[src/status_pkg.sv]
package status_pkg;

	// link condition carried on the status line.
	typedef enum logic [1:0] {
		COND_RST  = 2'd0,
		COND_FULL = 2'd1,
		COND_DONE = 2'd2,
		COND_IDLE = 2'd3
	} link_cond_e;

	// base codes, every rotation of a code means the same condition.
	localparam logic [7:0] CODE_RST  = 8'h55;
	localparam logic [7:0] CODE_FULL = 8'hF0;
	localparam logic [7:0] CODE_DONE = 8'h33;
	localparam logic [7:0] CODE_IDLE = 8'h00;

	// apb word addresses.
	localparam logic [7:0] REG_CTRL     = 8'h00;
	localparam logic [7:0] REG_STATUS   = 8'h04;
	localparam logic [7:0] REG_IDLE_CNT = 8'h08;

	// control register fields.
	localparam int CTRL_COND_LSB = 0;
	localparam int CTRL_EN_BIT   = 2;

	// status register bit positions.
	localparam int STAT_REMOTE_RESET  = 0;
	localparam int STAT_FIFO_FULL     = 1;
	localparam int STAT_TRAINING_DONE = 2;
	localparam int STAT_STATUS_ERROR  = 3;
	localparam int STAT_LINK_IDLE     = 4;

endpackage

[src/apb_if.sv]
`timescale 1ns/1ps

interface apb_if;

	logic        psel;
	logic        penable;
	logic        pwrite;
	logic [7:0]  paddr;
	logic [31:0] pwdata;
	logic [31:0] prdata;
	logic        pready;
	logic        pslverr;

	modport master (
		output psel,
		output penable,
		output pwrite,
		output paddr,
		output pwdata,
		input  prdata,
		input  pready,
		input  pslverr
	);

	modport slave (
		input  psel,
		input  penable,
		input  pwrite,
		input  paddr,
		input  pwdata,
		output prdata,
		output pready,
		output pslverr
	);

endinterface

[src/status_apb_regs.sv]
`timescale 1ns/1ps

module status_apb_regs #(
	parameter int CNT_WIDTH = 16
) (
	apb_if.slave                   apb,
	input  logic                   CLK,
	input  logic                   MODULE_RST,
	input  logic                   remote_reset,
	input  logic                   fifo_full,
	input  logic                   training_done,
	input  logic                   link_idle,
	input  logic                   idle_entry,
	input  logic                   status_error,
	output status_pkg::link_cond_e tx_cond,
	output logic                   tx_enable
);

	import status_pkg::*;

	logic                 access;
	logic                 addr_ok;
	logic                 wr_ctrl;
	logic                 wr_cnt;
	logic [31:0]          status_word;
	logic [CNT_WIDTH-1:0] idle_cnt;

	assign access  = apb.psel && apb.penable;
	assign addr_ok = (apb.paddr == REG_CTRL) || (apb.paddr == REG_STATUS) ||
		(apb.paddr == REG_IDLE_CNT);
	assign wr_ctrl = access && apb.pwrite && (apb.paddr == REG_CTRL);
	assign wr_cnt  = access && apb.pwrite && (apb.paddr == REG_IDLE_CNT);

	always_comb begin
		status_word                     = 32'd0;
		status_word[STAT_REMOTE_RESET]  = remote_reset;
		status_word[STAT_FIFO_FULL]     = fifo_full;
		status_word[STAT_TRAINING_DONE] = training_done;
		status_word[STAT_STATUS_ERROR]  = status_error;
		status_word[STAT_LINK_IDLE]     = link_idle;
	end

	always_ff @(posedge CLK) begin
		if (MODULE_RST) begin
			tx_cond   <= COND_RST;
			tx_enable <= 1'b0;
		end else if (wr_ctrl) begin
			tx_cond   <= link_cond_e'(apb.pwdata[CTRL_COND_LSB +: 2]);
			tx_enable <= apb.pwdata[CTRL_EN_BIT];
		end
	end

	// clear has priority over a pulse in the same cycle.
	always_ff @(posedge CLK) begin
		if (MODULE_RST) begin
			idle_cnt <= '0;
		end else if (wr_cnt) begin
			idle_cnt <= '0;
		end else if (idle_entry && (idle_cnt != '1)) begin
			idle_cnt <= idle_cnt + 1'b1;
		end
	end

	// read data is combinational, valid in the access cycle.
	always_comb begin
		case (apb.paddr)
			REG_CTRL: begin
				apb.prdata                           = 32'd0;
				apb.prdata[CTRL_COND_LSB +: 2]       = tx_cond;
				apb.prdata[CTRL_EN_BIT]              = tx_enable;
			end
			REG_STATUS:   apb.prdata = status_word;
			REG_IDLE_CNT: apb.prdata = 32'(idle_cnt);
			default:      apb.prdata = 32'd0;
		endcase
	end

	assign apb.pready  = 1'b1;
	assign apb.pslverr = access && !addr_ok;

	a_penable_psel: assert property (@(posedge CLK) disable iff (MODULE_RST)
		apb.penable |-> apb.psel);

	// access phase always follows a setup phase.
	a_setup_first: assert property (@(posedge CLK) disable iff (MODULE_RST)
		(apb.psel && !apb.penable) |=> (apb.psel && apb.penable));

endmodule

[src/status_decoder.sv]
`timescale 1ns/1ps

module status_decoder #(
	parameter int ERR_LIMIT = 12
) (
	input  logic                   CLK,
	input  logic                   MODULE_RST,
	input  logic                   status_in,
	output status_pkg::link_cond_e cond,
	output logic                   cond_valid,
	output logic                   status_error
);

	import status_pkg::*;

	localparam int CNT_W = $clog2(ERR_LIMIT + 1);

	logic [7:0]       window;
	link_cond_e       win_cond;
	logic             win_valid;
	logic [CNT_W-1:0] amb_cnt;

	// true when w is any rotation of code.
	function automatic logic is_rotation(input logic [7:0] w, input logic [7:0] code);
		logic [7:0] rot;
		logic       hit;
		int         i;
		rot = code;
		hit = 1'b0;
		for (i = 0; i < 8; i++) begin
			if (w == rot) begin
				hit = 1'b1;
			end
			rot = {rot[6:0], rot[7]};
		end
		return hit;
	endfunction

	always_ff @(posedge CLK) begin
		if (MODULE_RST) begin
			window <= 8'h00;
		end else begin
			window <= {window[6:0], status_in};
		end
	end

	always_comb begin
		win_valid = 1'b1;
		win_cond  = COND_IDLE;
		if (is_rotation(window, CODE_RST)) begin
			win_cond = COND_RST;
		end else if (is_rotation(window, CODE_FULL)) begin
			win_cond = COND_FULL;
		end else if (is_rotation(window, CODE_DONE)) begin
			win_cond = COND_DONE;
		end else if (is_rotation(window, CODE_IDLE)) begin
			win_cond = COND_IDLE;
		end else begin
			win_valid = 1'b0;
		end
	end

	// cond keeps the last good value through ambiguous windows.
	always_ff @(posedge CLK) begin
		if (MODULE_RST) begin
			cond       <= COND_IDLE;
			cond_valid <= 1'b0;
		end else begin
			cond_valid <= win_valid;
			if (win_valid) begin
				cond <= win_cond;
			end
		end
	end

	// run length of ambiguous windows, saturating at the limit.
	always_ff @(posedge CLK) begin
		if (MODULE_RST) begin
			amb_cnt <= '0;
		end else if (win_valid) begin
			amb_cnt <= '0;
		end else if (amb_cnt != CNT_W'(ERR_LIMIT)) begin
			amb_cnt <= amb_cnt + 1'b1;
		end
	end

	always_ff @(posedge CLK) begin
		if (MODULE_RST) begin
			status_error <= 1'b0;
		end else begin
			status_error <= (amb_cnt == CNT_W'(ERR_LIMIT));
		end
	end

	a_err_after_invalid: assert property (@(posedge CLK) disable iff (MODULE_RST)
		status_error |-> !$past(cond_valid));

endmodule

[src/status_flags.sv]
`timescale 1ns/1ps

module status_flags (
	input  logic                   CLK,
	input  logic                   MODULE_RST,
	input  status_pkg::link_cond_e cond,
	input  logic                   cond_valid,
	output logic                   remote_reset,
	output logic                   fifo_full,
	output logic                   training_done,
	output logic                   link_idle,
	output logic                   idle_entry
);

	import status_pkg::*;

	// set once idle has been reported, cleared by any other condition.
	logic idle_seen;

	always_ff @(posedge CLK) begin
		if (MODULE_RST) begin
			remote_reset  <= 1'b0;
			fifo_full     <= 1'b0;
			training_done <= 1'b0;
			link_idle     <= 1'b0;
			idle_entry    <= 1'b0;
			idle_seen     <= 1'b0;
		end else begin
			idle_entry <= 1'b0;
			if (cond_valid) begin
				remote_reset  <= (cond == COND_RST);
				fifo_full     <= (cond == COND_FULL);
				training_done <= (cond == COND_FULL) || (cond == COND_DONE);
				link_idle     <= (cond == COND_IDLE);
				if (cond == COND_IDLE) begin
					idle_entry <= !idle_seen;
					idle_seen  <= 1'b1;
				end else begin
					idle_seen <= 1'b0;
				end
			end
		end
	end

	a_rst_vs_done: assert property (@(posedge CLK) disable iff (MODULE_RST)
		!(remote_reset && training_done));

endmodule

[src/status_link.sv]
`timescale 1ns/1ps

module status_link #(
	parameter int ERR_LIMIT = 12,
	parameter int CNT_WIDTH = 16
) (
	input  logic        CLK,
	input  logic        MODULE_RST,
	input  logic        psel,
	input  logic        penable,
	input  logic        pwrite,
	input  logic [7:0]  paddr,
	input  logic [31:0] pwdata,
	output logic [31:0] prdata,
	output logic        pready,
	output logic        pslverr,
	input  logic        status_in,
	output logic        status_out
);

	import status_pkg::*;

	link_cond_e tx_cond;
	logic       tx_enable;
	link_cond_e cond;
	logic       cond_valid;
	logic       status_error;
	logic       remote_reset;
	logic       fifo_full;
	logic       training_done;
	logic       link_idle;
	logic       idle_entry;

	apb_if apb_bus ();

	// request side of the bus comes from the top ports.
	assign apb_bus.psel    = psel;
	assign apb_bus.penable = penable;
	assign apb_bus.pwrite  = pwrite;
	assign apb_bus.paddr   = paddr;
	assign apb_bus.pwdata  = pwdata;
	assign prdata          = apb_bus.prdata;
	assign pready          = apb_bus.pready;
	assign pslverr         = apb_bus.pslverr;

	status_apb_regs #(.CNT_WIDTH(CNT_WIDTH)) regs_i (
		.apb(apb_bus.slave), .CLK(CLK), .MODULE_RST(MODULE_RST),
		.remote_reset(remote_reset), .fifo_full(fifo_full),
		.training_done(training_done), .link_idle(link_idle),
		.idle_entry(idle_entry), .status_error(status_error),
		.tx_cond(tx_cond), .tx_enable(tx_enable)
	);

	status_serializer ser_i (
		.CLK(CLK), .MODULE_RST(MODULE_RST), .tx_cond(tx_cond),
		.tx_enable(tx_enable), .status_out(status_out)
	);

	status_decoder #(.ERR_LIMIT(ERR_LIMIT)) dec_i (
		.CLK(CLK), .MODULE_RST(MODULE_RST), .status_in(status_in),
		.cond(cond), .cond_valid(cond_valid), .status_error(status_error)
	);

	status_flags flags_i (
		.CLK(CLK), .MODULE_RST(MODULE_RST), .cond(cond), .cond_valid(cond_valid),
		.remote_reset(remote_reset), .fifo_full(fifo_full),
		.training_done(training_done), .link_idle(link_idle), .idle_entry(idle_entry)
	);

endmodule

[src/status_serializer.sv]
`timescale 1ns/1ps

module status_serializer (
	input  logic                   CLK,
	input  logic                   MODULE_RST,
	input  status_pkg::link_cond_e tx_cond,
	input  logic                   tx_enable,
	output logic                   status_out
);

	import status_pkg::*;

	logic [7:0] code_reg;
	logic [2:0] bit_cnt;
	logic [7:0] next_code;

	// code picked up at the next code boundary.
	always_comb begin
		if (!tx_enable) begin
			next_code = CODE_IDLE;
		end else begin
			case (tx_cond)
				COND_RST:  next_code = CODE_RST;
				COND_FULL: next_code = CODE_FULL;
				COND_DONE: next_code = CODE_DONE;
				default:   next_code = CODE_IDLE;
			endcase
		end
	end

	always_ff @(posedge CLK) begin
		if (MODULE_RST) begin
			code_reg <= CODE_IDLE;
			bit_cnt  <= 3'd0;
		end else begin
			bit_cnt <= bit_cnt + 3'd1;
			if (bit_cnt == 3'd7) begin
				code_reg <= next_code;
			end else begin
				code_reg <= {code_reg[6:0], code_reg[7]};
			end
		end
	end

	// msb first, the line always shows the top bit.
	assign status_out = code_reg[7];

	a_bit_cnt_wrap: assert property (@(posedge CLK) disable iff (MODULE_RST)
		(bit_cnt != 3'd7) |=> (bit_cnt != 3'd0));

endmodule

[config.mk]
export PLATFORM = sky130hd
export DESIGN_NAME = status_link
export DESIGN_NICKNAME = d
export VERILOG_FILES = /design/src/status_pkg.sv /design/src/apb_if.sv /design/src/status_apb_regs.sv /design/src/status_decoder.sv /design/src/status_flags.sv /design/src/status_link.sv /design/src/status_serializer.sv
export SDC_FILE = /design/constraint.sdc
export NUM_CORES = 1
export LEC_CHECK = 0
export BUFFER_PORTS_ARGS = -buffer_cell sky130_fd_sc_hd__buf_2
export CORE_ASPECT_RATIO = 1.75
export CORE_MARGIN = 2
export CORE_UTILIZATION = 40
export CTS_CLUSTER_DIAMETER = 200
export DETAILED_ROUTE_END_ITERATION = 7
export PLACE_DENSITY = 0.66
export SLEW_MARGIN = 5
export SYNTH_ARGS = -nofsm -noshare
export SYNTH_HDL_FRONTEND = slang
export SYNTH_HIERARCHICAL = 1
export SYNTH_SLANG_ARGS = --single-unit
[constraint.sdc]
create_clock -name CLK -period 1.6 [get_ports CLK]
set_clock_uncertainty 0.05 [all_clocks]
set_input_delay 0.16 -clock CLK [delete_from_list [all_inputs] [get_ports CLK]]
set_output_delay 0.16 -clock CLK [all_outputs]
set_load 0.02 [all_outputs]
==> results.tsv <==
metric	value	unit
number of global-route vias before repair	2247	
# DRC	0	
CP Max Fanout	5	
worst hold path type	input port to flip-flop	
clock sink count	51	
Hold WS	0.0248	ns
crit path capture type	flip-flop	
H-tree Lvls	2	
Largest register FFs	16	
Detailed Routing Iterations Pass 1	4	
Final Max Tran Viols	0	
RSZ-0062 raised after global routing	true	
commonest non-fill, non-tap cells in the layout	buf_4, nor2_1, dfxtp_1	
switch share	22.9	%
total CTS buffers	5	
root buf cell	clkbuf_16	
DR WL/cell	12.7	um
number of enable flip-flop cells after synthesis	0	
largest net degree at the start of global routing	22	
final instance area	3730	um^2
non-filler instance count after layout	472	
Main synth FF type	dfxtp_1	
CP startpoint	regs_i/idle_cnt[11]$_SDFFE_PP0P_	
Reg2Reg Launch Point	regs_i/idle_cnt[11]$_SDFFE_PP0P_	
hold path startpoint	status_in	
Post-Route WL	6000	um
GRT Util Overall	15.7	%
Max VDD drop	0.579	mV
Hold Buf Count CTS	0	
Required @ worst endpoint	1.77	ns
# fillers	648	
Lkg Pwr	1.49	nW
Seq/Total Area, Yosys	35.7	%
max-cap viol count	0	
yosys warns	6	
WS Path Type	flip-flop to flip-flop	
Synth async-reset ratio	0	%
port bufs	34	
total power	2.60	mW
layout cell share with drive strength beyond 1	40.5	%
final worst-path cycle share	98.8	%
io pins	81	
die height	116	um
Cell Int Power	2.01	mW
initial antenna violation count	0	
clk_lat worst skew	0.29	ns
flops & latches, synth	51	
crit path DAT	1.75	ns
Syn Inst Count	311	
TritonCTS clock tree	yes	
clock transition at the registers of the reported paths	0.07	ns
routability-driven placement congestion ratio	0.825	
Post-Place Cells	460	
die width	67.9	um
Overflow after GRT	0	
Iter 0 DRT Violations	93	
Antenna Nets Post-Route	0	
Initial Utilization	41.4	%
Final Critical Period	1.58	ns
power per standard cell area	697	nW/um^2
final hold viol count	0	
net switching power	0.596	mW
clk buf depth	2	
register share of total power	50.5	%
core box area	6910	um^2
Cell variety after synth	65	
dpl hpwl	4600	um
cell area after synthesis	2860	um^2
outcome	finished, final reports clean	
commonest non-fill, non-tap cell in the layout	buf_4	
Final nets	447	
Synth Area per Inst	9.19	um^2
final setup fails	0	
Setup WS pre-CTS	-0.0624	ns
first-pass GRT wire length	9680	um
Via density	5.15	
ant diodes	0	
power share of the combinational group	7.9	%
Fmax achieved	0.632	GHz
crit path launch type	flip-flop	
die area	7870	um^2
# rows	40	
total number of vias	2430	
power share of the clock group	41.6	%
dpl cell area	3330	um^2
fin worst setup slack	0.0190	ns
Layout area overhead	30.5	%
metrics by stage:
stage	utilization, %	TNS, ns
6_report	54.0	0
3_3_place_gp	48.2	-0.385
5_1_grt	54.0	-0.386
4_1_cts	51.4	-0.0353
3_5_place_dp	48.2	-0.549
2_1_floorplan	-	-0.264
repair_timing:
item | 4_1_cts | 5_1_grt
setup buffers | 2 | 3
pin swaps | 7 | 15
setup endpoints to repair | 23 | 32
gates resized for setup | 17 | 58
path summary, 6_finish.rpt:
kind / depth (start not counted) / end / slack, ns
worst max register to register: 4 / regs_i/idle_cnt[14]$_SDFFE_PP0P_ / 0.02
worst min register to register: 1 / ser_i/bit_cnt[0]$_SDFF_PP0_ / 0.38
worst max-delay path: 4 / regs_i/idle_cnt[14]$_SDFFE_PP0P_ / 0.02
worst min-delay path: 2 / dec_i/window[0]$_SDFF_PP0_ / 0.02
routing by layer:
metal  wire length, um  track usage, %  up-vias
met5                 0               0        -
met4                63            4.80        0
met3               154            2.91        6
met2              3510            30.3       32
met1              2280            16.3     1162
li1                  -               -     1230
area by class of cell:
class                   instances  area [um^2]  share of cell area, %
multi-input cells             236         1770                   47.4
inverters                      11         41.3                   1.11
well taps                      84          105                   2.82
clock buffers                   7          143                   3.82
clock inverters                 1         8.76                  0.235
repair buffers                 82          613                   16.4
flip-flops and latches         51         1050                   28.2
worst max-delay path: stages, from the launching register on:
cell and delay, ns:
dfxtp_2 0.36, nand2_1 0.09, or4_4 0.55, or3_4 0.34, a21oi_2 0.13
cell families (layout without fill, tap and decap cells):
group / Yosys count / after routing / share of synthesized area [%]
adder cells (fa/ha/maj): 14 / 14 / 6.13
flip-flops: 51 / 51 / 35.7
buffers and inverters: 39 / 101 / 9.67
AO/OA/AOI/OAI: 50 / 50 / 12.2
XOR/XNOR: 6 / 6 / 1.84
multiplexers: 13 / 13 / 4.55
AND/OR/NAND/NOR: 136 / 136 / 29.6
other: 2 / 17 / 0.263
synth_stat cells (2+ instances only):
master     number  share of area, %
nor2b_1        12               2.6
o2111ai_1       2              0.61
and3_1          2              0.44
nand4_1         7               1.5
clkbuf_1        2              0.26
a22oi_1         2              0.53
o41ai_1         2              0.61
xnor2_1         5               1.5
ha_1           14               6.1
mux2i_1        13               4.6
nor4_1          2              0.44
buf_2           2              0.35
o21ai_0         8               1.4
nor3b_1         4               1.1
nor3_1          7               1.2
and2_1          9               2.0
or3_1           6               1.3
nand3_1        11               1.9
nor4bb_1        7               2.5
inv_1          10               1.3
a21oi_1        19               3.3
or4_1           3              0.79
o21ai_1         2              0.35
or3b_2          2              0.61
nor2_1         32               4.2
dfxtp_1        51                36
buf_6           4               1.6
nand2b_1        8               1.8
conb_1          2              0.26
nand2_1         7              0.92
or4_4           2              0.79
buf_4          18               4.7
o31ai_1         2              0.53
power by group through the flow:
stage               clock, mW  combinational (mW)  sequential, mW
global placement            0               0.191            1.34
CTS                      1.12               0.199            1.32
floorplan                   0               0.167            1.33
global route             1.16               0.226            1.32
detailed placement          0               0.196            1.34
finish                   1.08               0.205            1.31
Power figures use the tool's default switching activity.
